File: config.mk
export PLATFORM = sky130hd
export DESIGN_NAME = uart_rx
export DESIGN_NICKNAME = d
export VERILOG_FILES = /design/src/verilog/uart_pkg.sv /design/src/verilog/uart_rx.sv
export SDC_FILE = /design/constraint.sdc
export NUM_CORES = 1
export LEC_CHECK = 0
export ABC_AREA = 1
export BUFFER_PORTS_ARGS = -buffer_cell sky130_fd_sc_hd__buf_2
export CAP_MARGIN = 25
export CORE_ASPECT_RATIO = 1.5
export CORE_MARGIN = 3
export CORE_UTILIZATION = 40
export DETAILED_ROUTE_END_ITERATION = 12
export GPL_TIMING_DRIVEN = 0
export PLACE_DENSITY = 0.61
export SYNTH_ARGS = -nofsm -noshare
export SYNTH_HDL_FRONTEND = slang
export SYNTH_SLANG_ARGS = --single-unit
File: constraint.sdc
create_clock -name CLK_BUF -period 3.2 [get_ports CLK_BUF]
set_clock_uncertainty 0.15 [all_clocks]
set_input_delay 0.32 -clock CLK_BUF [delete_from_list [all_inputs] [get_ports CLK_BUF]]
set_output_delay 0.32 -clock CLK_BUF [all_outputs]
set_load 0.05 [all_outputs]
File: src/verilog/uart_pkg.sv
// UART bit timing and frame types, referenced by scoped name from the serial stages
package uart_pkg;

	// Bit period in clocks, short for fast simulation
	localparam int CLKS_PER_BIT = 8;
	localparam int HALF_BIT = CLKS_PER_BIT / 2;
	// Start bit, eight data bits, one stop bit
	localparam int DATA_BITS = 8;
	localparam int FRAME_BITS = 10;

	localparam int CLK_CNT_W = $clog2(CLKS_PER_BIT);
	localparam int BIT_CNT_W = $clog2(FRAME_BITS);
	typedef logic [CLK_CNT_W-1:0] clk_cnt_t;
	typedef logic [BIT_CNT_W-1:0] bit_cnt_t;

	// Counter end values
	localparam clk_cnt_t CNT_BIT_END = clk_cnt_t'(CLKS_PER_BIT - 1);
	localparam clk_cnt_t CNT_MID_START = clk_cnt_t'(HALF_BIT - 1);
	// Stop bit check ends early to absorb the synchronizer delay
	localparam clk_cnt_t CNT_STOP_END = clk_cnt_t'(CLKS_PER_BIT - 2);
	localparam bit_cnt_t LAST_FRAME_BIT = bit_cnt_t'(FRAME_BITS - 1);
	localparam bit_cnt_t LAST_DATA_BIT = bit_cnt_t'(DATA_BITS - 1);

	typedef logic [DATA_BITS-1:0] byte_t;

	// Received byte and stop bit status, 9 bits
	typedef struct packed {
		byte_t data;
		logic  frame_err;
	} rx_frame_t;

endpackage

File: src/verilog/uart_rx.sv
// UART deserializer, samples frames at mid-bit and strobes each byte with its stop bit status
`timescale 1ns/1ps

module uart_rx (
	input  logic                CLK_BUF,
	input  logic                reset_i,
	input  logic                uart_rx_i,
	output logic                frame_valid_o,
	output uart_pkg::rx_frame_t frame_o
);

	typedef enum logic [1:0] {S_IDLE, S_START, S_DATA, S_STOP} state_t;

	state_t state_q;
	logic rx_meta_q;
	logic rx_sync_q;
	uart_pkg::clk_cnt_t clk_cnt_q;
	uart_pkg::bit_cnt_t bit_idx_q;
	uart_pkg::byte_t data_q;
	logic err_q;
	logic valid_q;

	assign frame_valid_o = valid_q;
	assign frame_o.data = data_q;
	assign frame_o.frame_err = err_q;

	// Two-flop synchronizer, idles high
	always_ff @(posedge CLK_BUF) begin
		if (reset_i) begin
			rx_meta_q <= 1'b1;
			rx_sync_q <= 1'b1;
		end else begin
			rx_meta_q <= uart_rx_i;
			rx_sync_q <= rx_meta_q;
		end
	end

	always_ff @(posedge CLK_BUF) begin
		if (reset_i) begin
			state_q <= S_IDLE;
			clk_cnt_q <= '0;
			bit_idx_q <= '0;
			valid_q <= 1'b0;
		end else begin
			valid_q <= 1'b0;
			case (state_q)
				S_IDLE: begin
					clk_cnt_q <= '0;
					bit_idx_q <= '0;
					if (!rx_sync_q) state_q <= S_START;
				end
				S_START: begin
					if (clk_cnt_q == uart_pkg::CNT_MID_START) begin
						clk_cnt_q <= '0;
						// Line back high at mid-bit means a glitch
						state_q <= rx_sync_q ? S_IDLE : S_DATA;
					end else begin
						clk_cnt_q <= clk_cnt_q + 1'b1;
					end
				end
				S_DATA: begin
					if (clk_cnt_q == uart_pkg::CNT_BIT_END) begin
						clk_cnt_q <= '0;
						bit_idx_q <= bit_idx_q + 1'b1;
						if (bit_idx_q == uart_pkg::LAST_DATA_BIT) state_q <= S_STOP;
					end else begin
						clk_cnt_q <= clk_cnt_q + 1'b1;
					end
				end
				S_STOP: begin
					if (clk_cnt_q == uart_pkg::CNT_STOP_END) begin
						valid_q <= 1'b1;
						state_q <= S_IDLE;
					end else begin
						clk_cnt_q <= clk_cnt_q + 1'b1;
					end
				end
				default: state_q <= S_IDLE;
			endcase
		end
	end

	// Shift data in from the top, stop bit low is a frame error
	always_ff @(posedge CLK_BUF) begin
		if (state_q == S_DATA && clk_cnt_q == uart_pkg::CNT_BIT_END) begin
			data_q <= {rx_sync_q, data_q[uart_pkg::DATA_BITS-1:1]};
		end
		if (state_q == S_STOP && clk_cnt_q == uart_pkg::CNT_STOP_END) err_q <= ~rx_sync_q;
	end

endmodule

Yosys cells after proc, flatten, opt, wreduce, memory -nomap -nowiden
Cells that the tools add are included.
Storage, ports and cells
  flip-flop bits (word level): 21
Operators by class
  $add $sub $neg: 2
  equality and inequality tests: 13
  muxes and demuxes: 14
  bitwise logic cells: 2
  reduce and logical (&&, ||, !) cells: 7
Operators with widths (number)
  two-way mux 2 bit: 6
  inequality test 2 bit, second input constant: 6
  one-hot mux 3 bit (4 select lines): 1
  two-way mux 3 bit: 3
  one-hot mux 2 bit (4 select lines): 1
  one-hot mux 4 bit (2 select lines): 1
  == test 3 bit, second input constant: 2
  AND reduction 5 bit: 1
  adder 4 x 1 -> 4 bit, second input constant: 1
  == test 2 bit, second input constant: 2
  == test 4 x 3 -> 1 bit, second input constant: 1
  two-way mux 4 bit: 1
  adder 3 x 1 -> 3 bit, second input constant: 1
  == test 3 x 2 -> 1 bit, second input constant: 1
  == test 2 x 1 -> 1 bit, second input constant: 1
  logical AND 1 bit: 2
  logical NOT 2 bit: 1
  NOT 1 bit: 2
  AND reduction 2 bit: 1
  nonzero test 2 bit: 1
  OR reduction 2 bit: 1
  two-way mux 1 bit: 1

Longest topological paths before layout
Gate-level depths: netlist of run 1.
  depth in word-level cells: 4
  gate-level depth with buffers: 9
  mapped depth without buffers: 9

Worst setup path after synthesis of run 1
Ideal clock, no wire load.
  kind: register to register
  from: register clk_cnt_q[0]
  to: register data_q[0] (enable)
  library setup time: 0.371 ns
  arrival time: 1.111 ns
  slack: 1.569 ns
  cell stages (with the launch flop): 5
  clock period less this slack: 1.631 ns
  path through: dfxtp_1 -> ha_1 -> ha_1 -> inv_1 -> nor2_1
On the way
  longest elaborated chain between the ends: 2
Ends and longest elaborated chain
  start: declaration: line uart_rx.sv:17  | uart_pkg::clk_cnt_t clk_cnt_q;
  start signal: assignment: line uart_rx.sv:58  | clk_cnt_q <= clk_cnt_q + 1'b1;
  start signal: assignment: line uart_rx.sv:67  | clk_cnt_q <= clk_cnt_q + 1'b1;
  start signal: assignment: line uart_rx.sv:75  | clk_cnt_q <= clk_cnt_q + 1'b1;
  == test 3 bit: line uart_rx.sv:85  | if (state_q == S_DATA && clk_cnt_q == uart_pkg::CNT_BIT_END) begin
  logical AND 1 bit: line uart_rx.sv:85
  end signal: assignment: line uart_rx.sv:86  | data_q <= {rx_sync_q, data_q[uart_pkg::DATA_BITS-1:1]};
  end: declaration: line uart_rx.sv:19  | uart_pkg::byte_t data_q;
No other way between the ends.
A chain may end at the register's enable or synchronous reset.

Worst setup path in the final report of run 1
  from: register clk_cnt_q[0]
  to: register data_q[7] (enable)
Same word-level chain as after synthesis.

==> results of run 1 <==
[cell usage after synthesis]
master    instances  share of area
and3_1            1         0.0063
nand3_2           3          0.030
nor2_8            1          0.020
inv_2             1         0.0038
buf_4             1         0.0076
buf_6             2          0.023
nand3_1           5          0.025
nand2_2           1         0.0063
nand2_1          16          0.061
or2_2             2          0.013
nor3_2            1          0.010
a21oi_1           7          0.035
nor4_1            1         0.0063
nor2_4            1          0.011
nand2_4           2          0.023
inv_6             1         0.0088
clkinv_2          1         0.0050
nor2_1            6          0.023
o21ai_1           2          0.010
edfxtp_1          9           0.27
inv_1            12          0.045
o21ai_0           2          0.010
dfxtp_1          12           0.24
nor2_2            2          0.013
ha_1              7          0.088
[cells by family after synthesis]
kind of cell | after synthesis | synth area share
AOI/OAI and AO/OA | 11 | 0.0556
adders and majority gates | 7 | 0.0884
buffers and inverters | 18 | 0.0934
DFF | 21 | 0.515
and+or+nand+nor | 42 | 0.247
[routing by layer]
metal	global-route usage	wire, um	vias to the layer above
met5	0	0	-
met4	0.0519	35	0
met3	0.0243	46	5
met2	0.202	805	11
met1	0.122	634	301
li1	-	-	350
[registers in the layout, indices dropped and copies added, names as in the netlist, named ones only]
| register | cells |
|---|---|
| clk_cnt_q | 3 |
| bit_idx_q | 4 |
| rx_meta_q | 1 |
| data_q | 8 |
| err_q | 1 |
| rx_sync_q | 1 |
| state_q | 1 |
| frame_valid_o | 1 |
[metrics by stage]
stage,instances,setup slack [ps],power (mW),hold slack (ps),util
floorplan,99,1570,0.347,239,-
global placement,134,1350,0.358,241,0.472
detailed placement,134,1320,0.358,242,0.472
CTS,138,1300,0.483,41.4,0.484
global route,138,1170,0.503,31.4,0.484
finish,138,1340,0.478,43.0,0.484
[final cells by class]
cell class	instances	area share
Multi-Input combinational cell	60	0.350
Tap cell	23	0.0260
Inverter	15	0.0565
Buffer	3	0.0271
Timing Repair Buffer	12	0.0542
Sequential cell	21	0.461
Clock buffer	3	0.0203
Clock inverter	1	0.00452
[worst min-delay path by stage]
stage          startpoint           end  slack [ps]
2_1_floorplan     reset_i  bit_idx_q[1]         240
3_3_place_gp    rx_meta_q     rx_sync_q         240
3_5_place_dp    rx_meta_q     rx_sync_q         240
4_1_cts         uart_rx_i     rx_meta_q          40
5_1_grt         uart_rx_i     rx_meta_q          30
6_report        uart_rx_i     rx_meta_q          40
[worst reg2reg max path: stages, from the launching register on]
cell and delay, ps:
dfxtp_1 390, ha_1 240, ha_1 160, inv_1 40, nor2_1 520
[power breakdown]
group,internal (mW),switching (mW)
clock,0.0466,0.0787
combinational,0.0249,0.0413
sequential,0.283,0.00357
total,0.354,0.124
==> flow_summary_export.csv, run 1 <==
group,metric,value,unit
clocking,post_cts_resized,0,
synth,syn_area,991,um^2
final_layout,final_cell_mix,"16 x nand2_1, 12 x inv_1, 12 x dfxtp_1, 12 x buf_2, 9 x edfxtp_1",
min_path,worstHoldPathCells,2,
sta,finalHoldViolCount,0,
synth,syn_inst,99,
run_status,status,"completed",
worst_setup_path,crit_path_frequent_cell,"ha_1",
worst_setup_path,slowest_delay,520,ps
synth,yosysSeqAreaShare,0.515,
route,viasPerCell,4.83,
power,power.static_leakage,0.491,nW
sta,fmax,538,MHz
place,place.gp.congestion,0.752,
worst_setup_path,worstPathArrival,1660,ps
final_layout,num-fill-cells,217,
sta,setup_violations,0,
floorplanning,initial_utilization,0.433,
worst_setup_path,cp_top_family,"simple AND/OR/NAND/NOR gates",
sta,min_period,1860,ps
clocking,clkTransAtPathRegs,110,ps
clocking,cts_buffers,3,
global_route,grt_pass1_wl,2560,um
place,place_area,1080,um^2
global_route,antenna_found_initial,0,
clocking,clock-root-buffer,"clkbuf_4",
global_route,grt_max_degree,13,
power,vdd_drop_max,0.287,mV
floorplanning,core,2290,um^2
final_layout,diodes,0,
synth,ys_ff_latch,21,
clocking,clk_latency,300,ps
job,cap_violations,0,
worst_setup_path,regToRegStartpoint,"clk_cnt_q[0]",
worst_setup_path,crit_fanout,8,
floorplanning,num_rows,21,
global_route,globalRouteTotalUtil,0.114,
sta,slew_viol_final,0,
route,drc,0,
worst_setup_path,cp-startpoint,"clk_cnt_q[0]",
power,power.density,432,nW/um^2
clocking,cts_tree,"built",
final_layout,nNetsFinal,126,
worst_setup_path,ff2ff_path_depth,4,
clocking,clock_path_buffers,2,
sta,tightest_slew,667,ps
worst_setup_path,r2r_slack,1340,ps
global_route,grt_overflow,0,
sta,min_period_over_period,0.581,
floorplanning,dieArea,3120,um^2
worst_setup_path,crit_slowest_cell,"nor2_1",
worst_setup_path,crit_buf_inv,1,
route,drt-total-wl,1520,um
synth,synth_area_per_cell,10.0,um^2
final_layout,final_common_cell,"nand2_1",
worst_setup_path,cp.required,3000,ps
worst_setup_path,start_kind,"register",
synth,yosys_warnings,0,
floorplanning,die_h,67.0,um
route,drt_iter0_drc,7,
final_layout,layout-drive-gt1-share,0.304,
route,wl_per_cell,11.0,um
worst_setup_path,end_kind,"register",
final_layout,multiInputGateArea,388,um^2
route,vias,667,
synth,syn_nets,109,
floorplanning,die_w,46.6,um
final_layout,area_growth,11.7,%
worst_setup_path,criticalPathCategory,"register to register",
min_path,hold_class,"primary input to register",
worst_setup_path,endpoint,"data_q[7]",
clocking,cts_sinks,21,
sta,rsz0062_at_grt,"no",
floorplanning,pin_count,13,
worst_setup_path,timing.rr.end,"data_q[7]",
sta,slew_headroom,0.554,
route,firstDrtPassIters,4,
final_layout,final-seq-area,510,um^2
route,ant_nets,0,
global_route,grt_pass1_vias,610,
synth,yosysUniqueCellTypes,25,
worst_setup_path,cp.depth,4,
clocking,cts_hold_buffers,0,
place,port_buffers,12,
worst_setup_path,path_cells,"ha_1, ha_1, inv_1, nor2_1",
clocking,ctsHtreeMaxLevel,1,
sta,setup_tns,0,ps
final_layout,final_cell_area,1110,um^2
clocking,post_cts_buffers,0,
place,hpwl,1190,um
(Power assumes the default switching activity.)
==> run 2: changes to the inputs <==
--- a/config.mk
+++ b/config.mk
@@ -5,7 +5,7 @@
 export SDC_FILE = /design/constraint.sdc
 export NUM_CORES = 1
 export LEC_CHECK = 0
-export ABC_AREA = 1
+export ABC_AREA = 0
 export BUFFER_PORTS_ARGS = -buffer_cell sky130_fd_sc_hd__buf_2
 export CAP_MARGIN = 25
 export CORE_ASPECT_RATIO = 1.5
@@ -13,7 +13,7 @@
 export CORE_UTILIZATION = 40
 export DETAILED_ROUTE_END_ITERATION = 12
 export GPL_TIMING_DRIVEN = 0
-export PLACE_DENSITY = 0.61
+export PLACE_DENSITY = 0.63
 export SYNTH_ARGS = -nofsm -noshare
 export SYNTH_HDL_FRONTEND = slang
 export SYNTH_SLANG_ARGS = --single-unit
==> constraint.sdc (replaced) <==
create_clock -name CLK_BUF -period 1.6 [get_ports CLK_BUF]
set_clock_uncertainty 0.15 [all_clocks]
set_input_delay 0.16 -clock CLK_BUF [delete_from_list [all_inputs] [get_ports CLK_BUF]]
set_output_delay 0.16 -clock CLK_BUF [all_outputs]
set_load 0.05 [all_outputs]
==> run 2 against run 1 <==
- clock-buffer cell count did not move
- critical path depth rose by 1
- via count fell by 2.4%
- worst setup slack got worse by 1300 ps
- register-to-register slack got worse by 1300 ps
- largest power group unchanged
- highest routed layer unchanged
==> flow_summary_export.csv, run 2 <==
group,metric,value,unit
job,cap_violations,0,
floorplanning,dieArea,2960,um^2
sta,fin_hold_ws,113,ps
clocking,clock_path_buffers,2,
synth,syn_inst,82,
synth,yosysUniqueCellTypes,33,
synth,synth_most_common_cell,"dfxtp_1",
final_layout,nNetsFinal,109,
floorplanning,initial_utilization,0.439,
final_layout,diodes,0,
worst_setup_path,start_kind,"register",
route,drt-total-wl,1630,um
final_layout,final_common_cell,"buf_2",
clocking,clkTransAtPathRegs,110,ps
sta,slew_headroom,0.810,
final_layout,final_cell_mix,"12 x buf_2, 10 x dfxtp_1, 9 x edfxtp_1, 5 x inv_1, 5 x ha_1",
min_path,hold_class,"primary input to register",
sta,finalHoldViolCount,0,
worst_setup_path,cp.required,1680,ps
synth,synth_edf_count,9,
synth,synth_area_per_cell,11.4,um^2
power,power.density,773,nW/um^2
global_route,antenna_found_initial,0,
worst_setup_path,worstPathArrival,1590,ps
floorplanning,pin_count,13,
final_layout,reg_top3,"data_q x8, bit_idx_q x4, clk_cnt_q x3",
worst_setup_path,criticalPathCategory,"register to register",
global_route,globalRouteTotalUtil,0.126,
run_status,status,"completed",
route,viasPerCell,5.43,
global_route,grt_max_degree,13,
clocking,cts_tree,"built",
synth,syn_area,933,um^2
clocking,ctsHtreeMaxLevel,1,
route,drt_iter0_drc,9,
clocking,clock-root-buffer,"clkbuf_4",
power,power.static_leakage,0.428,nW
clocking,cts_sinks,21,
sta,min_period,1520,ps
final_layout,regMostFlops,"data_q",
global_route,grt_overflow,0,
place,hpwl,1190,um
route,drc,0,
route,vias,651,
clocking,clk_latency,290,ps
power,finalPower,0.834,mW
final_layout,layout-drive-gt1-share,0.296,
final_layout,area_growth,15.5,%
sta,fmax,659,MHz
synth,synth_common_cells,"12 x dfxtp_1, 9 x edfxtp_1, 7 x ha_1",
floorplanning,die_h,65.2,um
sta,rsz0062_at_grt,"yes",
power,vdd_drop_max,0.545,mV
place,port_buffers,11,
synth,async_reset_ff_frac,0,
place,place_area,1020,um^2
sta,slew_viol_final,0,
synth,synth_area_leaders,"edfxtp_1 29%, dfxtp_1 26%, ha_1 9.4%, buf_4 2.4%, a21oi_1 2.1%",
global_route,grt_pass1_vias,616,
worst_setup_path,end_kind,"register",
floorplanning,num_rows,20,
synth,yosys_warnings,0,
final_layout,num-fill-cells,182,
sta,setup_violations,0,
sta,min_period_over_period,0.948,
floorplanning,die_w,45.4,um
route,ant_nets,0,
synth,synth_flop_cell,"dfxtp_1",
synth,ys_ff_latch,21,
synth,yosysSeqAreaShare,0.547,
route,firstDrtPassIters,4,
final_layout,largest_reg_flops,8,
sta,tightest_slew,285,ps
worst_setup_path,crit_fanout,4,
global_route,grt_pass1_wl,2770,um
floorplanning,core,2130,um^2
synth,yosysTopAreaCellShare,0.290,
clocking,cts_buffers,3,
synth,synth_largest_area_cell,"edfxtp_1",
route,wl_per_cell,13.6,um
synth,syn_nets,92,
final_layout,final_cell_area,1080,um^2
place,place.gp.congestion,0.758,
[run 2: cells by family after synthesis]
kind of cell             after synthesis  share of synthesized area
flip-flops                            21                      0.547
buffers and inverters                 10                     0.0536
AND/OR/NAND/NOR                       29                      0.201
AO/OA/AOI/OAI                         15                      0.105
adder cells (fa/ha/maj)                7                     0.0938
[run 2: final cells by class]
class,count,area [um^2],share of cell area
clock buffers,3,22.5,0.0209
repair buffers,12,65.1,0.0603
clock inverters,1,5.00,0.00464
multi-input cells,51,395,0.367
well taps,22,27.5,0.0255
flip-flops and latches,21,513,0.476
plain buffers,5,31.3,0.0290
inverters,5,18.8,0.0174
[run 2: path summary, 6_finish.rpt]
path / endpoint / startpoint / cells past startpoint / slack, ps
setup / recovery: register / clk_cnt_q[0] / 5 / 80
hold / removal: bit_idx_q[3] / reset_i / 2 / 110
setup reg to reg: register / clk_cnt_q[0] / 5 / 80
hold reg to reg: rx_sync_q / rx_meta_q / 1 / 270
[run 2: critical path, cell delays in order, from the launching register on]
cell	delay, ps
dfxtp_1	390
ha_2	260
ha_1	180
nor4bb_2	290
a21oi_1	70
nor2_1	110
[run 2: per-stage QoR]
step                 util  worst slack, ps  cells  TNS [ps]
floorplan               -             92.4     82         0
global placement    0.478            -49.9    115      -185
detailed placement  0.478            -46.9    115      -321
CTS                 0.502             7.61    120         0
global route        0.507            -35.6    120     -77.5
finish              0.507             83.3    120         0
[run 2: power by group]
| group | internal [mW] | switching (mW) | total [mW] |
|---|---|---|---|
| clock network | 0.0929 | 0.145 | 0.238 |
| registers | 0.560 | 0.00490 | 0.565 |
| logic | 0.0143 | 0.0169 | 0.0312 |
| total | 0.667 | 0.167 | 0.834 |
[run 2: per-layer routing]
metal | routed length (um) | part of all wire | GRT usage | vias up
li1 | - | - | - | 328
met1 | 687 | 0.42 | 0.157 | 305
met2 | 852 | 0.52 | 0.203 | 14
met3 | 63 | 0.039 | 0.0247 | 4
met4 | 29 | 0.018 | 0.0549 | 0
met5 | 0 | 0 | 0 | -
[run 2: what timing repair did]
action                                 CTS  global route
endpoints found under the hold margin    1             0
setup endpoints to repair               10             9
gates resized for setup                  3             4
setup buffers                            0             0
hold buffers                             1             0
==> run 3: changes to the inputs <==
--- a/config.mk
+++ b/config.mk
@@ -9,10 +9,9 @@
 export BUFFER_PORTS_ARGS = -buffer_cell sky130_fd_sc_hd__buf_2
 export CAP_MARGIN = 25
 export CORE_ASPECT_RATIO = 1.5
-export CORE_MARGIN = 3
+export CORE_MARGIN = 4
 export CORE_UTILIZATION = 40
 export DETAILED_ROUTE_END_ITERATION = 12
-export GPL_TIMING_DRIVEN = 0
 export PLACE_DENSITY = 0.63
 export SYNTH_ARGS = -nofsm -noshare
 export SYNTH_HDL_FRONTEND = slang
==> constraint.sdc (replaced) <==
create_clock -name CLK_BUF -period 1.6 [get_ports CLK_BUF]
set_clock_uncertainty 0.15 [all_clocks]
set_input_delay 0.48 -clock CLK_BUF [delete_from_list [all_inputs] [get_ports CLK_BUF]]
set_output_delay 0.48 -clock CLK_BUF [all_outputs]
set_load 0.05 [all_outputs]
==> run 3 against run 2 <==
- worst hold slack improved by 96 ps
- clock power increased by 8%
- via count increased by 3.5%
- non-clock buffer count increased by 4
- critical path depth increased by 1
- die area increased by 7.6%
- register-to-register slack got worse by 50 ps
- power increased by 2.5%
- cell count increased by 4.2%
==> flow_summary_export.csv, run 3 (synthesized netlist as in run 2, its figures left out) <==
group,metric,value,unit
final_layout,layout-drive-gt1-share,0.343,
final_layout,final_common_cell,"buf_4",
route,m1WireLength,673,um
clocking,clock-root-buffer,"clkbuf_4",
sta,setup_ws,32.5,ps
global_route,antenna_found_initial,0,
sta,slew_viol_final,0,
place,place.gp.congestion,0.769,
clocking,ctsHtreeMaxLevel,1,
sta,slew_headroom,0.808,
worst_setup_path,path_cells,"buf_4, inv_1, ha_2, nand4_2, or3b_1, o311ai_2",
clocking,cts_hold_buffers,0,
global_route,grt_overflow,0,
power,power.density,759,nW/um^2
global_route,grt_pass1_wl,2770,um
worst_setup_path,criticalPathCategory,"register to register",
run_status,status,"completed",
floorplanning,die_h,67.2,um
clocking,cts_buffers,3,
worst_setup_path,end_kind,"register",
place,post-place-ws,-25.8,ps
global_route,globalRouteTotalUtil,0.121,
min_path,worstHoldPathCells,2,
floorplanning,core,2230,um^2
worst_setup_path,regToRegStartpoint,"clk_cnt_q[0]",
sta,setup_violations,0,
sta,fmax,638,MHz
clocking,clkTransAtPathRegs,110,ps
sta,rsz0062_at_grt,"yes",
floorplanning,pin_count,13,
min_path,min_from,"uart_rx_i",
job,cap_violations,0,
global_route,grt_max_degree,18,
final_layout,stdcell_count,125,
worst_setup_path,crit_slowest_cell,"or3b_1",
final_layout,area_growth,20.6,%
worst_setup_path,ff2ff_path_depth,6,
floorplanning,initial_utilization,0.418,
sta,finalHoldViolCount,0,
clocking,clk_latency,310,ps
route,firstDrtPassIters,4,
power,vdd_drop_max,0.390,mV
clocking,cts_sinks,21,
final_layout,diodes,0,
worst_setup_path,crit_buf_inv,2,
sta,min_period_over_period,0.980,
final_layout,largest_reg_flops,8,
floorplanning,die_w,47.4,um
power,power.static_leakage,0.457,nW
worst_setup_path,start_kind,"register",
route,wl_met3,62,um
route,met2_length,947,um
route,viasPerCell,5.39,
place,place_inst,118,
place,port_buffers,12,
floorplanning,dieArea,3190,um^2
route,vias,674,
clocking,clock_path_buffers,2,
final_layout,final_cell_area,1130,um^2
floorplanning,num_rows,21,
route,drt_iter0_drc,13,
min_path,hold_path_end,"rx_meta_q",
place,place_area,1040,um^2
worst_setup_path,timing.rr.end,"clk_cnt_q[1]",
route,drc,0,
worst_setup_path,cp.required,1660,ps
worst_setup_path,slowest_delay,400,ps
final_layout,utilization,0.504,
final_layout,reg_top3,"data_q x8, bit_idx_q x4, clk_cnt_q x3",
min_path,hold_class,"primary input to register",
place,hpwl,1240,um
final_layout,regMostFlops,"data_q",
route,top_layer,"met4",
final_layout,final_cell_mix,"14 x buf_4, 11 x dfxtp_1, 9 x edfxtp_1, 7 x buf_2, 5 x inv_1",
global_route,grt_pass1_vias,655,
route,wl_per_cell,13.6,um
worst_setup_path,cp_top_family,"simple AND/OR/NAND/NOR gates",
worst_setup_path,crit_fanout,3,
sta,setup_tns,0,ps
route,drt-total-wl,1700,um
worst_setup_path,r2r_slack,30,ps
sta,tightest_slew,288,ps
worst_setup_path,worstPathArrival,1630,ps
route,ant_nets,0,
power,finalPower,0.855,mW
sta,min_period,1570,ps
clocking,cts_tree,"built",
sta,fin_hold_ws,209,ps
final_layout,nNetsFinal,113,
[run 3: final cells by class]
class	instances	area, um^2
tap	23	28.8
inverter	5	18.8
multi-input combinational	51	399
timing repair buffer	21	140
fill	195	1110
sequential	21	512
clock inverter	1	5.00
clock buffer	3	22.5
[run 3: how the worst max path moves through the flow]
| stage | from | to | slack (ps) | cells after the start |
|---|---|---|---|---|
| CTS | data_q[4] | frame_o[5] | 10 | 1 |
| global placement | clk_cnt_q[0] | clk_cnt_q[0] | 60 | 5 |
| floorplan | clk_cnt_q[0] | clk_cnt_q[0] | 90 | 5 |
| global route | clk_cnt_q[0] | clk_cnt_q[1] | -40 | 6 |
| finish | clk_cnt_q[0] | clk_cnt_q[1] | 30 | 6 |
| detailed placement | clk_cnt_q[1] | bit_idx_q[3] | -30 | 5 |
[run 3: power breakdown]
part / switching [mW] / internal, mW
Combinational: 0.0197 / 0.0147
Sequential: 0.00314 / 0.560
Clock: 0.164 / 0.0932
Total: 0.187 / 0.668
[run 3: layer usage]
| layer | track usage | vias to the layer above |
|---|---|---|
| met5 | 0 | - |
| li1 | - | 334 |
| met4 | 0.0588 | 0 |
| met2 | 0.211 | 11 |
| met3 | 0.0240 | 4 |
| met1 | 0.133 | 325 |
[run 3: repair_timing]
| item | in CTS | in global routing |
|---|---|---|
| endpoints found under the setup margin | 2 | 16 |
| gates resized for setup | 1 | 16 |
| buffers inserted | 0 | 3 |
